### src/hw/photon_counter_pkg.sv
package photon_counter_pkg;

    ////////////////////////////////////////
    // Widths.
    ////////////////////////////////////////
    localparam int count_width        = 16;  // One photon count.
    localparam int byte_width         = 8;   // One UART data byte.
    localparam int interval_sel_width = 2;   // Four gate lengths.
    localparam int unit_idx_width     = 14;  // Holds up to 10000 units.

    // Count word, split into bytes for the UART.
    typedef struct packed {
        logic [byte_width-1:0] hi;  // Sent first.
        logic [byte_width-1:0] lo;
    } count_bytes_t;

    // Gate counter writes value, serializer reads bytes.
    typedef union packed {
        logic [count_width-1:0] value;
        count_bytes_t           bytes;
    } count_word_t;

    ////////////////////////////////////////
    // Gate lengths in 100 us units.
    ////////////////////////////////////////
    // 100 us, 10 ms, 100 ms, 1000 ms.
    localparam logic [unit_idx_width-1:0] interval_units [4] = '{
        14'd1,
        14'd100,
        14'd1000,
        14'd10000
    };

    // Counts stick here.
    localparam logic [count_width-1:0] count_max = '1;

    // 8N1 frame.
    localparam int uart_data_bits = 8;

endpackage
### src/hw/photon_counter_top.sv
`timescale 1ns/100ps

module photon_counter_top #(
    parameter int gate_unit_cycles    = 13333,    // 100 us at 133.33 MHz.
    parameter int sync_timeout_cycles = 8000000,  // Three 20 ms periods.
    parameter int baud_div            = 1157      // 115200 baud.
) (
    input  logic                                            clk_133MHz_210,
    input  logic                                            rst_n,
    input  logic                                            photon_pulse,
    input  logic                                            sync_50hz,
    input  logic [photon_counter_pkg::interval_sel_width-1:0] interval_sel,
    output logic                                            uart_txd,
    output logic                                            sync_lost
);

    ////////////////////////////////////////
    // Pipeline wires.
    ////////////////////////////////////////
    logic photon_rise;
    logic sync_rise;
    logic count_valid;
    logic count_ready;
    photon_counter_pkg::count_word_t count;
    logic byte_valid;
    logic byte_ready;
    logic [photon_counter_pkg::byte_width-1:0] tx_byte;

    // Inputs into the clock domain.
    photon_edge_detect i_edge (
        .clk_133MHz_210 (clk_133MHz_210),
        .rst_n          (rst_n),
        .photon_pulse   (photon_pulse),
        .sync_50hz      (sync_50hz),
        .photon_rise    (photon_rise),
        .sync_rise      (sync_rise)
    );

    // Sync-aligned gates.
    photon_gate_counter #(
        .gate_unit_cycles    (gate_unit_cycles),
        .sync_timeout_cycles (sync_timeout_cycles)
    ) i_gate (
        .clk_133MHz_210 (clk_133MHz_210),
        .rst_n          (rst_n),
        .photon_rise    (photon_rise),
        .sync_rise      (sync_rise),
        .interval_sel   (interval_sel),
        .count_valid    (count_valid),
        .count_ready    (count_ready),
        .count          (count),
        .sync_lost      (sync_lost)
    );

    // Word to bytes.
    count_byte_serializer i_ser (
        .clk_133MHz_210 (clk_133MHz_210),
        .rst_n          (rst_n),
        .count_valid    (count_valid),
        .count_ready    (count_ready),
        .count          (count),
        .byte_valid     (byte_valid),
        .byte_ready     (byte_ready),
        .tx_byte        (tx_byte)
    );

    uart_tx #(
        .baud_div (baud_div)
    ) i_uart (
        .clk_133MHz_210 (clk_133MHz_210),
        .rst_n          (rst_n),
        .byte_valid     (byte_valid),
        .byte_ready     (byte_ready),
        .tx_byte        (tx_byte),
        .uart_txd       (uart_txd)
    );

endmodule

### src/hw/uart_tx.sv
`timescale 1ns/100ps

module uart_tx #(
    parameter int baud_div = 1157  // 133.33 MHz / 115200.
) (
    input  logic                                      clk_133MHz_210,
    input  logic                                      rst_n,
    input  logic                                      byte_valid,
    output logic                                      byte_ready,
    input  logic [photon_counter_pkg::byte_width-1:0] tx_byte,
    output logic                                      uart_txd
);

    localparam int data_bits = photon_counter_pkg::uart_data_bits;
    localparam int baud_cw   = $clog2(baud_div + 1);
    localparam int idx_cw    = $clog2(data_bits + 2);

    logic               busy_q;    // Frame in progress.
    logic [baud_cw-1:0] baud_cnt;  // Cycle within one bit.
    logic [idx_cw-1:0]  bit_idx;   // 0 start, 1..8 data, 9 stop.
    logic [data_bits:0] shift_q;   // Data bits then stop bit.
    logic               txd_q;
    logic               bit_end;

    assign byte_ready = !busy_q;
    assign uart_txd   = txd_q;
    assign bit_end    = baud_cnt == baud_cw'(baud_div - 1);

    ////////////////////////////////////////
    // 8N1 shifter, LSB first.
    ////////////////////////////////////////
    always_ff @(posedge clk_133MHz_210 or negedge rst_n) begin
        if (!rst_n) begin
            busy_q   <= 1'b0;
            baud_cnt <= '0;
            bit_idx  <= '0;
            txd_q    <= 1'b1;  // Line idles high.
        end else if (!busy_q) begin
            if (byte_valid) begin
                busy_q   <= 1'b1;
                baud_cnt <= '0;
                bit_idx  <= '0;
                txd_q    <= 1'b0;  // Start bit.
            end
        end else if (bit_end) begin
            baud_cnt <= '0;
            if (bit_idx == idx_cw'(data_bits + 1)) begin
                busy_q <= 1'b0;  // Stop bit done, line stays high.
            end else begin
                bit_idx <= bit_idx + 1'b1;
                txd_q   <= shift_q[0];
            end
        end else begin
            baud_cnt <= baud_cnt + 1'b1;
        end
    end

    // Payload shifter.
    always_ff @(posedge clk_133MHz_210) begin
        if (!busy_q && byte_valid) begin
            shift_q <= {1'b1, tx_byte};
        end else if (busy_q && bit_end) begin
            shift_q <= {1'b1, shift_q[data_bits:1]};
        end
    end

    a_idle_high: assert property (@(posedge clk_133MHz_210) disable iff (!rst_n)
        !busy_q |-> uart_txd);

endmodule

### src/hw/count_byte_serializer.sv
`timescale 1ns/100ps

module count_byte_serializer (
    input  logic                                         clk_133MHz_210,
    input  logic                                         rst_n,
    input  logic                                         count_valid,
    output logic                                         count_ready,
    input  photon_counter_pkg::count_word_t              count,
    output logic                                         byte_valid,
    input  logic                                         byte_ready,
    output logic [photon_counter_pkg::byte_width-1:0]    tx_byte
);

    ////////////////////////////////////////
    // One word buffer, two bytes out.
    ////////////////////////////////////////
    photon_counter_pkg::count_word_t word_q;  // Held count.
    logic full_q;   // Word waiting to go out.
    logic phase_q;  // 0 = hi byte, 1 = lo byte.
    logic take_count;
    logic take_byte;

    assign count_ready = !full_q;  // Only when empty.
    assign take_count  = count_valid && count_ready;
    assign take_byte   = byte_valid && byte_ready;

    // Byte offered the cycle after the word arrives.
    assign byte_valid = full_q;
    assign tx_byte    = phase_q ? word_q.bytes.lo : word_q.bytes.hi;

    always_ff @(posedge clk_133MHz_210 or negedge rst_n) begin
        if (!rst_n) begin
            full_q  <= 1'b0;
            phase_q <= 1'b0;
        end else if (take_count) begin
            full_q  <= 1'b1;
            phase_q <= 1'b0;  // High byte first.
        end else if (take_byte) begin
            if (phase_q) begin
                // Low byte gone, free again.
                full_q  <= 1'b0;
                phase_q <= 1'b0;
            end else begin
                phase_q <= 1'b1;
            end
        end
    end

    // Payload register.
    always_ff @(posedge clk_133MHz_210) begin
        if (take_count) begin
            word_q <= count;
        end
    end

    // Offered byte holds until the transmitter takes it.
    a_byte_hold: assert property (@(posedge clk_133MHz_210) disable iff (!rst_n)
        byte_valid && !byte_ready |=> byte_valid && $stable(tx_byte));

endmodule

### src/hw/photon_gate_counter.sv
`timescale 1ns/100ps

module photon_gate_counter #(
    parameter int gate_unit_cycles    = 13333,    // Cycles per 100 us.
    parameter int sync_timeout_cycles = 8000000   // About three sync periods.
) (
    input  logic                                            clk_133MHz_210,
    input  logic                                            rst_n,
    input  logic                                            photon_rise,
    input  logic                                            sync_rise,
    input  logic [photon_counter_pkg::interval_sel_width-1:0] interval_sel,
    output logic                                            count_valid,
    input  logic                                            count_ready,
    output photon_counter_pkg::count_word_t                 count,
    output logic                                            sync_lost
);

    localparam int unit_cw = $clog2(gate_unit_cycles + 1);
    localparam int wd_cw   = $clog2(sync_timeout_cycles + 1);
    localparam int cw      = photon_counter_pkg::count_width;
    localparam int uw      = photon_counter_pkg::unit_idx_width;

    logic               gate_active;  // Gate running.
    logic [unit_cw-1:0] cycle_cnt;    // Cycle within one unit.
    logic [uw-1:0]      unit_cnt;     // Units done in this gate.
    logic [uw-1:0]      unit_last;    // Gate length minus one, in units.
    logic [uw-1:0]      sel_last;     // Length for the current selection.
    logic [cw-1:0]      photon_acc;   // Edges so far, this cycle excluded.
    logic [cw-1:0]      photon_sum;   // Including this cycle's edge.
    logic [wd_cw-1:0]   wd_cnt;       // Cycles since last sync edge.
    logic               unit_end;
    logic               gate_end;
    logic               wd_expire;
    logic               emit;

    assign sel_last   = photon_counter_pkg::interval_units[interval_sel] - 1'b1;
    // Saturating add.
    assign photon_sum = (photon_rise && photon_acc != photon_counter_pkg::count_max) ?
                        photon_acc + 1'b1 : photon_acc;
    assign unit_end   = cycle_cnt == unit_cw'(gate_unit_cycles - 1);
    assign gate_end   = gate_active && unit_end && (unit_cnt == unit_last);
    assign wd_expire  = !sync_lost && (wd_cnt == wd_cw'(sync_timeout_cycles - 1));
    // Sync edge and timeout both throw the gate away.
    assign emit       = gate_end && !sync_rise && !wd_expire;

    ////////////////////////////////////////
    // Gate timing and photon count.
    ////////////////////////////////////////
    always_ff @(posedge clk_133MHz_210 or negedge rst_n) begin
        if (!rst_n) begin
            gate_active <= 1'b0;
            cycle_cnt   <= '0;
            unit_cnt    <= '0;
            unit_last   <= '0;
            photon_acc  <= '0;
        end else if (sync_rise) begin
            // Realign; this cycle is cycle 0 of the new gate.
            gate_active <= 1'b1;
            cycle_cnt   <= unit_cw'(1);
            unit_cnt    <= '0;
            unit_last   <= sel_last;
            photon_acc  <= cw'(photon_rise);
        end else if (wd_expire) begin
            gate_active <= 1'b0;  // Stop, nothing sent.
        end else if (gate_active) begin
            photon_acc <= photon_sum;
            if (unit_end) begin
                cycle_cnt <= '0;
                if (unit_cnt == unit_last) begin
                    // Next gate follows at once.
                    unit_cnt   <= '0;
                    unit_last  <= sel_last;
                    photon_acc <= '0;
                end else begin
                    unit_cnt <= unit_cnt + 1'b1;
                end
            end else begin
                cycle_cnt <= cycle_cnt + 1'b1;
            end
        end
    end

    ////////////////////////////////////////
    // Count handshake.
    ////////////////////////////////////////
    // New count is dropped while one is still pending.
    always_ff @(posedge clk_133MHz_210 or negedge rst_n) begin
        if (!rst_n) begin
            count_valid <= 1'b0;
        end else if (emit && (!count_valid || count_ready)) begin
            count_valid <= 1'b1;
        end else if (count_ready) begin
            count_valid <= 1'b0;
        end
    end

    always_ff @(posedge clk_133MHz_210) begin
        if (emit && (!count_valid || count_ready)) begin
            count.value <= photon_sum;
        end
    end

    // Sync watchdog. High from reset until the first edge.
    always_ff @(posedge clk_133MHz_210 or negedge rst_n) begin
        if (!rst_n) begin
            wd_cnt    <= '0;
            sync_lost <= 1'b1;
        end else if (sync_rise) begin
            wd_cnt    <= '0;
            sync_lost <= 1'b0;
        end else if (wd_expire) begin
            sync_lost <= 1'b1;
        end else if (!sync_lost) begin
            wd_cnt <= wd_cnt + 1'b1;
        end
    end

    // Pending count must not change under the serializer.
    a_count_hold: assert property (@(posedge clk_133MHz_210) disable iff (!rst_n)
        count_valid && !count_ready |=> count_valid && $stable(count));

    a_sel_known: assert property (@(posedge clk_133MHz_210) disable iff (!rst_n)
        !$isunknown(interval_sel));

endmodule

### src/hw/photon_edge_detect.sv
`timescale 1ns/100ps

module photon_edge_detect (
    input  logic clk_133MHz_210,
    input  logic rst_n,
    input  logic photon_pulse,  // Asynchronous, from the detector.
    input  logic sync_50hz,     // Asynchronous, mains sync.
    output logic photon_rise,
    output logic sync_rise
);

    ////////////////////////////////////////
    // Both lines share one pipeline.
    ////////////////////////////////////////
    // Bit 0 is photon, bit 1 is sync.
    logic [1:0] async_in;
    logic [1:0] meta_q;   // First synchronizer flop.
    logic [1:0] sync_q;   // Second synchronizer flop.
    logic [1:0] prev_q;   // Last cycle's level.
    logic [1:0] rise_q;   // Registered edge pulses.

    assign async_in = {sync_50hz, photon_pulse};

    // Two flops against metastability.
    always_ff @(posedge clk_133MHz_210 or negedge rst_n) begin
        if (!rst_n) begin
            meta_q <= '0;
            sync_q <= '0;
            prev_q <= '0;
        end else begin
            meta_q <= async_in;
            sync_q <= meta_q;
            prev_q <= sync_q;
        end
    end

    // High for one cycle per rising edge.
    // Same depth on both bits, so relative timing holds.
    always_ff @(posedge clk_133MHz_210 or negedge rst_n) begin
        if (!rst_n) begin
            rise_q <= '0;
        end else begin
            rise_q <= sync_q & ~prev_q;
        end
    end

    assign photon_rise = rise_q[0];
    assign sync_rise   = rise_q[1];

endmodule

### config.mk
export PLATFORM = sky130hd
export DESIGN_NAME = photon_counter_top
export DESIGN_NICKNAME = d
export VERILOG_FILES = /design/src/hw/photon_counter_pkg.sv /design/src/hw/photon_counter_top.sv /design/src/hw/uart_tx.sv /design/src/hw/count_byte_serializer.sv /design/src/hw/photon_gate_counter.sv /design/src/hw/photon_edge_detect.sv
export SDC_FILE = /design/constraint.sdc
export NUM_CORES = 1
export LEC_CHECK = 0
export ABC_CLOCK_PERIOD_IN_PS = 6600
export BUFFER_PORTS_ARGS = -buffer_cell sky130_fd_sc_hd__buf_4
export CAP_MARGIN = 20
export CORE_MARGIN = 2
export CORE_UTILIZATION = 60
export CTS_BUF_LIST = sky130_fd_sc_hd__clkbuf_8
export CTS_CLUSTER_DIAMETER = 60
export CTS_CLUSTER_SIZE = 12
export DETAILED_ROUTE_END_ITERATION = 12
export GPL_TIMING_DRIVEN = 1
export PLACE_DENSITY = 0.76
export SLEW_MARGIN = 20
export SYNTH_ARGS = -nofsm -noshare
export SYNTH_HDL_FRONTEND = slang
export SYNTH_HIERARCHICAL = 1
export SYNTH_SLANG_ARGS = --single-unit
### constraint.sdc
create_clock -name clk_133MHz_210 -period 6.6 [get_ports clk_133MHz_210]
set_input_delay 0.99 -clock clk_133MHz_210 [delete_from_list [all_inputs] [get_ports clk_133MHz_210]]
set_output_delay 0.99 -clock clk_133MHz_210 [all_outputs]
set_load 0.02 [all_outputs]
Word-level counts from Yosys, hierarchy flattened
Index checks and enable logic that the tools add are counted.
- register bits: 151
- output and inout bits: 2
- logic and storage cells: 130
- input port bits: 6
- bitwise operators: 3
- muxes and demuxes: 56
- equal/unequal tests: 11
- magnitude comparators: 1
- add/sub/neg operators: 7
- reduce and logical (&&, ||, !) cells: 31
- operators with widths (cell ; number):
    $mux W14 ; 16
    $mux W16 ; 6
    $mux W23 ; 3
    $mux W11 ; 3
    $add A14 B1 Y14 const B ; 2
    $bmux W14 S2 ; 1
    $mux W8 ; 3
    $add A23 B1 Y23 const B ; 1
    $eq A23 B23 Y1 const B ; 1
    $mux W1 ; 20
    $add A16 B1 Y16 const B ; 1
    $mux W4 ; 4
    $ne A16 B16 Y1 const B ; 1
    $reduce_bool A2 Y1 ; 8
    $eq A14 B14 Y1 ; 1
    $eq A14 B14 Y1 const B ; 1
    $sub A14 B1 Y14 const B ; 1
    $add A11 B1 Y11 const B ; 1
    $eq A11 B11 Y1 const B ; 1
    $logic_and A1 B1 Y1 ; 10
    $ne A2 B2 Y1 const B ; 5
    $logic_not A1 Y1 ; 6
    $reduce_and A2 Y1 ; 3
    $reduce_and A3 Y1 ; 2
    other kinds (8) ; 8

Longest topological paths before layout
Gate-level depths: netlist (run 1).
- word-level depth: 10
- depth in mapped cells: 10

By module
Netlist (run 1), hierarchy kept.
- by module, submodules not included (module ; instances ; area each (µm²) ; sequential area each (µm²) ; cells an instance):
    photon_gate_counter ; 1 ; 4934.7 ; 2408.6 ; 506
    uart_tx ; 1 ; 1378.8 ; 666.9 ; 125
    count_byte_serializer ; 1 ; 683.2 ; 530.5 ; 34
    photon_edge_detect ; 1 ; 227.7 ; 200.2 ; 10

Worst setup path before layout (run 1)
No wires, ideal clock.
- kind: register -> register
- start: register i_gate.cycle_cnt[8]
- end: register i_gate/count[0] in the netlist's numbering, enable pin
- period minus slack after synthesis: 4.748 ns
- path slack: 1.852 ns
- data arrival time: 4.270 ns
- library setup time: 0.478 ns
- cell stages (with the launch flop): 6
- path buffers: 1
- cell sequence: dfrtp_1 or4_4 nor4_4 buf_4 nand2_1 a2111oi_0
- cells in the longest elaborated chain, start to end: 6
- RTL lines (item ; line ; source):
    start, declared ; photon_gate_counter.sv:24 ; logic [unit_cw-1:0] cycle_cnt;
    start signal, assigned ; photon_gate_counter.sv:59 ; cycle_cnt <= unit_cw'(1);
    start signal, assigned ; photon_gate_counter.sv:78 ; cycle_cnt <= cycle_cnt + 1'b1;
    $eq A14 B14 Y1 ; photon_gate_counter.sv:40 ; assign unit_end = cycle_cnt == unit_cw'(gate_unit_cycles - 1);
    $logic_and A1 B1 Y1 (2 in a row) ; photon_gate_counter.sv:41 ; assign gate_end = gate_active && unit_end && (unit_cnt == unit_last);
    $logic_and A1 B1 Y1 (2 in a row) ; photon_gate_counter.sv:44 ; assign emit = gate_end && !sync_rise && !wd_expire;
    $logic_and A1 B1 Y1 ; photon_gate_counter.sv:98 ; if (emit && (!count_valid || count_ready)) begin
    end, declared ; photon_gate_counter.sv:14 ; output photon_counter_pkg::count_word_t count,
Every way passes these cells.
A chain may end at the register's enable or synchronous reset.

Worst setup path after layout (run 1)
- start: register i_gate.wd_cnt[18]
- end: register i_gate.photon_acc[14]
- cells in the longest elaborated chain, start to end: 4
- RTL lines (item ; line ; source):
    start, declared ; photon_gate_counter.sv:30 ; logic [wd_cw-1:0] wd_cnt;
    start signal, assigned ; photon_gate_counter.sv:114 ; wd_cnt <= wd_cnt + 1'b1;
    $eq A23 B23 Y1 ; photon_gate_counter.sv:42 ; assign wd_expire = !sync_lost && (wd_cnt == wd_cw'(sync_timeout_cycles - 1));
    $logic_and A1 B1 Y1 ; photon_gate_counter.sv:42 ;
    $ne A2 B2 Y1 (no source line) ; n/a ;
    $reduce_and A2 Y1 (no source line) ; n/a ;
    end signal, assigned ; photon_gate_counter.sv:62 ; photon_acc <= cw'(photon_rise);
    end signal, assigned ; photon_gate_counter.sv:66 ; photon_acc <= photon_sum;
    end, declared ; photon_gate_counter.sv:28 ; logic [cw-1:0] photon_acc;
Every way passes these cells.

==> results of run 1 <==
metal layers:
metal  part of all wire  vias up  global-route usage
li1                   -     2462                   -
met1               0.45     2449               0.306
met2               0.49      122               0.371
met3              0.043       16              0.0563
met4              0.013        0              0.0650
met5                  0        -                   0
report_power, final:
group / switching (W) / total, W / internal, W / leakage [nW]
clock: 0.000308 / 0.000683 / 0.000376 / 0.200
sequential: 0.0000424 / 0.000990 / 0.000948 / 1.67
combinational: 0.0000758 / 0.000129 / 0.0000536 / 1.08
stage by stage:
stage / cells / hold WS (ns) / utilization / area (um^2)
5_1_grt: 842 / 0.373 / 0.655 / 7760
4_1_cts: 842 / 0.362 / 0.655 / 7760
3_3_place_gp: 810 / 0.348 / 0.621 / 7370
3_5_place_dp: 810 / 0.337 / 0.621 / 7370
6_report: 842 / 0.358 / 0.655 / 7760
2_1_floorplan: 675 / 0.331 / - / 7220
flip-flops by register name, indices dropped and copies added, names as in the netlist, 4 cells and up:
name / flops
i_gate/photon_acc: 16
i_gate/unit_last: 7
i_gate/cycle_cnt: 14
i_uart/bit_idx: 4
i_gate/wd_cnt: 23
i_ser/word_q: 16
i_gate/unit_cnt: 14
i_uart/shift_q: 8
i_uart/baud_cnt: 11
i_gate/count: 16
cell families after synthesis:
logic type / after synthesis / synth area share
multiplexers: 25 / 0.0407
buffers and inverters: 64 / 0.0395
flip-flops: 144 / 0.527
adder cells (fa/ha/maj): 13 / 0.0225
XOR/XNOR: 49 / 0.0594
AO/OA/AOI/OAI: 123 / 0.108
AND/OR/NAND/NOR: 257 / 0.203
final cells by class:
type                       count  area, um^2  area share
clock buffer                  18         248      0.0319
clock inverter                14         150      0.0193
inverter                      41         154      0.0198
multi-input combinational    467        3140       0.404
sequential                   144        3810       0.490
tap                          147         184      0.0237
timing repair buffer          11        82.6      0.0106
final timing paths:
kind                                         endpoint  cells past startpoint               from  slack, ns
worst max-delay path            i_gate/photon_acc[14]                      7  i_gate/wd_cnt[18]       3.46
worst min-delay path                 i_edge/sync_q[1]                      0   i_edge/meta_q[1]       0.36
worst max register to register  i_gate/photon_acc[14]                      7  i_gate/wd_cnt[18]       3.46
worst min register to register       i_edge/sync_q[1]                      0   i_edge/meta_q[1]       0.36
max in group asynchronous        i_gate/unit_last[10]                      2              rst_n       4.87
min in group asynchronous         i_uart/baud_cnt[10]                      1              rst_n       0.49
cells in the mapped netlist, drive strengths merged (4+ instances only):
| master | count |
|---|---|
| edfxtp | 40 |
| nor4 | 13 |
| o22ai | 9 |
| o21ai | 33 |
| buf | 12 |
| nand2 | 40 |
| xor2 | 15 |
| or4 | 6 |
| nor2b | 5 |
| nand2b | 4 |
| mux2 | 20 |
| nand4 | 20 |
| clkbuf | 11 |
| nor2 | 61 |
| and3 | 11 |
| xnor2 | 34 |
| o2111ai | 6 |
| nor3 | 17 |
| a21oi | 40 |
| and2 | 4 |
| o211ai | 7 |
| mux2i | 5 |
| inv | 40 |
| dfrtp | 102 |
| ha | 13 |
| or3 | 24 |
| and4 | 7 |
| o31ai | 4 |
| nand3 | 24 |
critical path: cells and delay by family (launching register included):
family	cells	cell delay [ns]
and+or+nand+nor	3	1.71
AOI/OAI and AO/OA	2	0.59
muxes	1	0.13
buffers and inverters	1	0.18
DFF	1	0.44
==> key figures, run 1 <==
Outcome
  • Status: finished, final reports clean

Setup path
  • Kind of critical path: reg2reg
  • Setup crit start kind: flop
  • Critical Path Sink Type: flop
  • Worst EP required: 6.96 ns
  • CP max FO: 19
  • Critical-path cell list: or4bb_1 > or3_1 > o21a_1 > nor2_1 > inv_1 > o21a_1 > mux2i_1
  • Worst path arrival time: 3.50 ns
  • Critical-path top delay cell: nor2_1
  • Critical path's most frequent cell: o21a_1
  • Crit-path max cell delay: 0.75 ns

Pwr
  • Tot Pwr: approximately 0.0018 W
  • LEAKAGE: 2.95 nW
  • Power Dens Cells: 232 mW/mm^2
  • VDD IR max: around 0.21 mV

Routing
  • Routed Antenna Nets: 0
  • Detailed Route WL: 13.3 mm
  • Vias per cell: 6.00
  • WL/cell: 15.8 um
  • First-pass DRT Iterations: 5
  • DRC Markers: 0
  • Starting DRT DRC Count: 309
  • Vias: roughly 5,000

Yosys
  • Mapped Cells: about 680
  • Synth Flop Type: dfrtp_1
  • Synth top area share: 0.353
  • Post-synthesis register bit count: 144
  • Share of flip-flops with an asynchronous set or reset: 0.722
  • Synthesized area per cell: 10.7 um^2
  • Mapped Area: 0.00722 mm^2
  • Post-synth EDFFs: 40
  • Syn. warnings: 6
  • Post-synthesis sequential area ratio: 0.527
  • Top cells by area, synth: dfrtp_1 (35%), edfxtp_1 (17%), xnor2_1 (4.1%)
  • Top cell type by total area after synthesis: dfrtp_1
  • Unique masters post-synth: 74
  • Syn Nets: slightly below 700

Cells and area
  • Diode count: 0
  • Layout cell share with drive strength beyond 1: 0.119
  • Filler cell count in the final layout: 916
  • Final #Nets: 701
  • Most common cell after layout, fill and taps aside: dfrtp_1
  • Most frequent cells in the layout: dfrtp_1 (102), nor2_1 (61), inv_1 (42)
  • Synth-to-Final Area Change: 7.46%

STA
  • Setup violation total in the final timing report: 0
  • Clk_skew: 0.0152 ns
  • Measured slew at the worst slew-check pin: 1.09 ns
  • Crit path time final: 3.14 ns
  • RSZ-0062 raised after global routing: no
  • Fin. max-slew vios: 0
  • Tcrit/Tclk final: 0.476
  • Setup ws final: 3.46 ns
  • Relative slew slack: 0.270
  • Fmax: roughly 0.32 GHz
  • Fin. Hold Viols: 0
  • Total negative slack: 0 ns

Min path
  • Hold Crit Class: reg2reg

Place
  • I/O Buffers: 7
  • HPWL after detailed placement: 9.00 mm
  • Dpl ws: 3.54 ns
  • Placer's final routability congestion estimate: 0.854

Clocking
  • CTS tree: done
  • Post-CTS Resized: 0
  • Max Root-Sink Buffers: 2
  • CTS root buffer: clkbuf_8
  • Clock Latency Late Sink: 0.44 ns
  • Setup bufs post-CTS: 0
  • CTS Buf Count: 17
  • Cts hold-fix bufs: 0
  • H-tree depth: 4
  • Clk sinks: 144
  • Clk slew on worst S/H paths: 0.08 ns

Die
  • Core region area: about 0.012 mm^2
  • Die extent in y: 114 um
  • Die Area: ~0.013 mm^2
  • Ports: 8
  • Starting Density: 0.609
  • Num rows: 40
  • Die X: around 110 um

GRT
  • GR Overflow Total: 0
  • Vias in the first global route: 4,973
  • Pin count of the biggest net entering global routing: 70
  • First-pass GRT wire length: approximately 24 mm
  • Initial antenna violation count: 0
  • GRT Total Usage: 0.227

Job
  • Max cap viols: 0
Note: power is estimated with default switching activity, not from simulation.
==> run 2, diff against run 1 <==
Settings changed: ABC_CLOCK_PERIOD_IN_PS 6600 to 3000.
Clock period 6.6 ns to 3 ns, I/O delays scaled along.
==> key figures, run 2 (synthesis results as in run 1) <==
Outcome
  • Status: finished, final reports clean

Cells and area
  • Most frequent cells in the layout: dfrtp_1 (102), nor2_1 (61), inv_1 (43)
  • Final #Nets: 712
  • Post-route design area: 0.00792 mm^2
  • Diode count: 0
  • Synth-to-Final Area Change: 9.65%
  • Post-Layout Cell Count: 853
  • Layout cell share with drive strength beyond 1: 0.135
  • Largest Register: i_gate/wd_cnt
  • Most common cell after layout, fill and taps aside: dfrtp_1
  • Max reg flops: 23

Clocking
  • Clk slew on worst S/H paths: 0.08 ns
  • CTS tree: done
  • Clock Latency Late Sink: 0.44 ns
  • Clk sinks: 144
  • H-tree depth: 4
  • Setup bufs post-CTS: 0
  • CTS Buf Count: 17
  • Max Root-Sink Buffers: 2
  • CTS root buffer: clkbuf_8

STA
  • Relative slew slack: 0.349
  • Setup violation total in the final timing report: 0
  • RSZ-0062 raised after global routing: no
  • Fin. max-slew vios: 0
  • Fmax: around 0.36 GHz
  • Clk_skew: 0.00930 ns
  • Total negative slack: 0 ns
  • Fin. Hold Viols: 0
  • Tcrit/Tclk final: 0.924
  • Crit path time final: 2.77 ns
  • Measured slew at the worst slew-check pin: 0.976 ns

GRT
  • GRT Total Usage: 0.225
  • Vias in the first global route: 4,962
  • GR Overflow Total: 0
  • Initial antenna violation count: 0
  • First-pass GRT wire length: roughly 23 mm
  • Pin count of the biggest net entering global routing: between 60 and 70

Place
  • Placer's final routability congestion estimate: between 0.8 and 0.9
  • DP Area: 0.00747 mm^2
  • I/O Buffers: 7
  • HPWL after detailed placement: about 9 mm
  • DP Cell Count: 820

Pwr
  • VDD IR max: between 0.5 and 0.6 mV
  • LEAKAGE: 3.05 nW
  • Power Dens Cells: roughly 530 mW/mm^2
  • Tot Pwr: 0.00417 W

Routing
  • Detailed Route WL: 13.5 mm
  • DRC Markers: 0
  • Routed Antenna Nets: 0
  • Vias per cell: 5.99
  • Vias: 5,112
  • First-pass DRT Iterations: 4
  • Starting DRT DRC Count: 347
  • WL/cell: 15.8 um

Setup path
  • Critical Path Sink Type: flop
  • Worst EP required: 3.32 ns
  • R2R depth: 5
  • Reg-to-reg slack, setup: 0.23 ns
  • Crit path from: i_gate/wd_cnt[15]
  • Worst path arrival time: 3.09 ns
  • Reg2Reg Launch Point: i_gate/wd_cnt[15]
  • CP max FO: 18
  • R2R Path End: i_gate/unit_last[7]
  • Kind of critical path: reg2reg
  • Termination of the worst setup path: i_gate/unit_last[7]
  • Setup crit start kind: flop

Min path
  • Hold Crit Class: in2reg

Die
  • Die extent in y: 114 um
  • Starting Density: 0.609
  • Die Area: 0.0129 mm^2
  • Core region area: 0.0119 mm^2
  • Die X: 114 um
  • Ports: 8
  • Num rows: 40

Job
  • Max cap viols: 0
run 2: cell types whose count changed in the layout (fill, tap and decap cells not counted), moves of 2 or more:
cell	change
buf_4	+9
bufinv_16	+2
clkinv_1	-3
clkinv_2	+2
clkinvlp_4	-2
run 2: through the flow:
| step | hold slack, ns | setup slack [ns] | util |
|---|---|---|---|
| after floorplan | 0.154 | 0.213 | - |
| after global placement | 0.339 | 0.311 | 0.629 |
| after detailed placement | 0.339 | 0.257 | 0.629 |
| after CTS | 0.0863 | 0.211 | 0.668 |
| after global routing | 0.0761 | 0.0891 | 0.668 |
| final | 0.116 | 0.229 | 0.668 |
run 2: area by class of cell:
type                    instances  area (um^2)
fillers                       851         3940
flip-flops and latches        144         3810
multi-input cells             467         3150
clock buffers                  18          248
clock inverters                14          198
well taps                     147          184
repair buffers                 22          180
inverters                      41          154
run 2: power by group:
group	leakage (nW)	switching [W]	internal (W)
clock	0.236	0.000698	0.000998
sequential	1.67	0.0000988	0.00209
combinational	1.14	0.000168	0.000124
run 2: worst max-delay path, cell delays in order, from the launching register on:
cell and delay, ns:
dfrtp_1 0.42, or4_1 0.55, or4_4 0.47, o21a_1 0.32, a31o_1 0.51, mux2_4 0.39
run 2: metal layers:
metal,share of wire,routed length (um),track usage,vias up
met4,0.012,167,0.0846,0
met1,0.45,6040,0.290,2486
met5,0,0,0,-
met2,0.50,6730,0.371,126
li1,-,-,-,2485
met3,0.040,545,0.0553,15
run 2: timing repair:
| item | in CTS | in global routing |
|---|---|---|
| endpoints found under the setup margin | 0 | 0 |
| gates resized for setup | 0 | 0 |
| endpoints found under the hold margin | 34 | 0 |
| hold buffers | 1 | 0 |
run 2: how the worst min path moves through the flow:
| stage | start | endpoint | slack, ns | depth (start not counted) |
|---|---|---|---|---|
| after floorplan | rst_n | i_edge/meta_q[0] | 0.15 | 0 |
| after global placement | i_edge/meta_q[0] | i_edge/sync_q[0] | 0.34 | 0 |
| after detailed placement | i_edge/meta_q[0] | i_edge/sync_q[0] | 0.34 | 0 |
| after CTS | photon_pulse | i_edge/meta_q[0] | 0.09 | 1 |
| after global routing | photon_pulse | i_edge/meta_q[0] | 0.08 | 1 |
| final | photon_pulse | i_edge/meta_q[0] | 0.12 | 1 |
==> run 3, diff against run 2 <==
Settings changed: CAP_MARGIN 20 to 30, CTS_BUF_LIST sky130_fd_sc_hd__clkbuf_8 to default.
==> key figures, run 3 (synthesis results as in run 1) <==
Routing
  • WL/cell: approximately 16 um
  • First-pass DRT Iterations: 5
  • Routed Antenna Nets: 0
  • Starting DRT DRC Count: 381
  • DRC Markers: 0
  • Detailed Route WL: 13.8 mm
  • Vias per cell: 6.04
  • Vias: between 5,000 and 6,000

Place
  • HPWL after detailed placement: 9.09 mm
  • I/O Buffers: 7
  • Placer's final routability congestion estimate: between 0.8 and 0.9
  • DP Area: 0.00747 mm^2
  • Dpl ws: 0.257 ns

STA
  • Fin. max-slew vios: 0
  • Fmax: 0.361 GHz
  • Setup ws final: 0.231 ns
  • Total negative slack: 0 ns
  • Crit path time final: about 2.8 ns
  • Clk_skew: 0.00672 ns
  • Tcrit/Tclk final: 0.923
  • Setup violation total in the final timing report: 0
  • RSZ-0062 raised after global routing: no
  • Measured slew at the worst slew-check pin: 0.789 ns
  • Relative slew slack: 0.472
  • Fin. Hold Viols: 0

Clocking
  • CTS Buf Count: 17
  • H-tree depth: 4
  • Setup bufs post-CTS: 0
  • Clk sinks: about 140
  • Cts hold-fix bufs: 0
  • Max Root-Sink Buffers: 2
  • CTS tree: done
  • Clk slew on worst S/H paths: 0.06 ns
  • Post-CTS Resized: 0
  • CTS root buffer: clkbuf_16
  • Clock Latency Late Sink: 0.42 ns

Outcome
  • Status: finished, final reports clean

Cells and area
  • Final Util: 0.683
  • Diode count: 0
  • Most frequent cells in the layout: dfrtp_1 (102), nor2_1 (61), nand2_1 (40), inv_1 (40), edfxtp_1 (40)
  • Layout cell share with drive strength beyond 1: 0.136
  • Most common cell after layout, fill and taps aside: dfrtp_1
  • Synth-to-Final Area Change: 12.2%
  • Max reg flops: 23
  • Post-route design area: 0.00811 mm^2
  • Largest Register: i_gate/wd_cnt
  • Final #Nets: 712

Setup path
  • Setup crit start kind: flop
  • Worst EP required: 3.30 ns
  • R2R depth: 5
  • Critical Path Sink Type: flop
  • CP max FO: 18
  • Kind of critical path: reg2reg
  • Worst path arrival time: 3.07 ns

GRT
  • Initial antenna violation count: 0
  • First-pass GRT wire length: about 24 mm
  • Pin count of the biggest net entering global routing: 65
  • GR Overflow Total: 0
  • Vias in the first global route: 5,014
  • GRT Total Usage: 0.230

Die
  • Starting Density: 0.609
  • Num rows: 40
  • Die extent in y: 114 um
  • Die Area: between 0.01 and 0.015 mm^2
  • Core region area: between 0.01 and 0.015 mm^2
  • Die X: 114 um
  • Ports: 8

Pwr
  • LEAKAGE: around 3.1 nW
  • P_sw: 0.00104 W
  • Sw frac: 0.221
  • Clock power share: 0.474
  • Internal: 0.00367 W
  • Sequential Power Share: 0.464
  • VDD IR max: 0.496 mV
  • Power Dens Cells: 581 mW/mm^2
  • Comb pwr share: 0.062

Min path
  • Hold Crit Class: in2async

Job
  • Max cap viols: 0
run 3: cell count changes in the layout (fill, tap and decap cells not counted), moves of 3 or more:
cell	previous run	this run
clkbuf_8	18	1
inv_1	43	40
clkbuf_1	0	3
clkbuf_16	0	18
run 3: metrics by stage:
step / total power, W / hold WS (ns) / std cells
after global placement: 0.00249 / 0.339 / 820
after detailed placement: 0.00251 / 0.339 / 820
after global routing: 0.00488 / 0.0530 / 853
after floorplan: 0.00241 / 0.154 / 675
final: 0.00471 / 0.0111 / 853
after CTS: 0.00475 / 0.0251 / 852
run 3: worst paths after layout:
check                        slack [ns]             endpoint              start
max                                0.23  i_gate/unit_last[7]  i_gate/wd_cnt[15]
min                                0.01   i_uart/baud_cnt[8]              rst_n
max reg2reg                        0.23  i_gate/unit_last[7]  i_gate/wd_cnt[15]
min reg2reg                        0.35     i_edge/sync_q[0]   i_edge/meta_q[0]
max in group asynchronous          2.24  i_gate/cycle_cnt[5]              rst_n
min in group clk_133MHz_210        0.14     i_edge/meta_q[0]       photon_pulse
run 3: cell type report:
cell class / count / area (um^2)
Multi-Input combinational cell: 467 / 3150
Clock buffer: 22 / 475
Timing Repair Buffer: 22 / 178
Clock inverter: 10 / 156
Inverter: 41 / 154
Sequential cell: 144 / 3810
Fill cell: 841 / 3760
Tap cell: 147 / 184
run 3: critical path, cell delays in order (launching register included):
cell and delay [ns]:
dfrtp_1 0.41, or4_1 0.54, or4_4 0.47, o21a_1 0.32, a31o_1 0.51, mux2_4 0.39
run 3: power groups by stage:
stage / Sequential [W] / Combinational (W) / Clock, W
finish: 0.00219 / 0.000292 / 0.00223
global route: 0.00220 / 0.000333 / 0.00235
CTS: 0.00219 / 0.000294 / 0.00227
detailed placement: 0.00222 / 0.000291 / 0
global placement: 0.00221 / 0.000275 / 0
floorplan: 0.00219 / 0.000213 / 0
run 3: layer usage:
metal | vias up | share of wire | global-route usage
li1 | 2492 | - | -
met1 | 2531 | 0.45 | 0.292
met2 | 105 | 0.51 | 0.386
met3 | 20 | 0.033 | 0.0505
met4 | 0 | 0.016 | 0.0935
met5 | - | 0 | 0
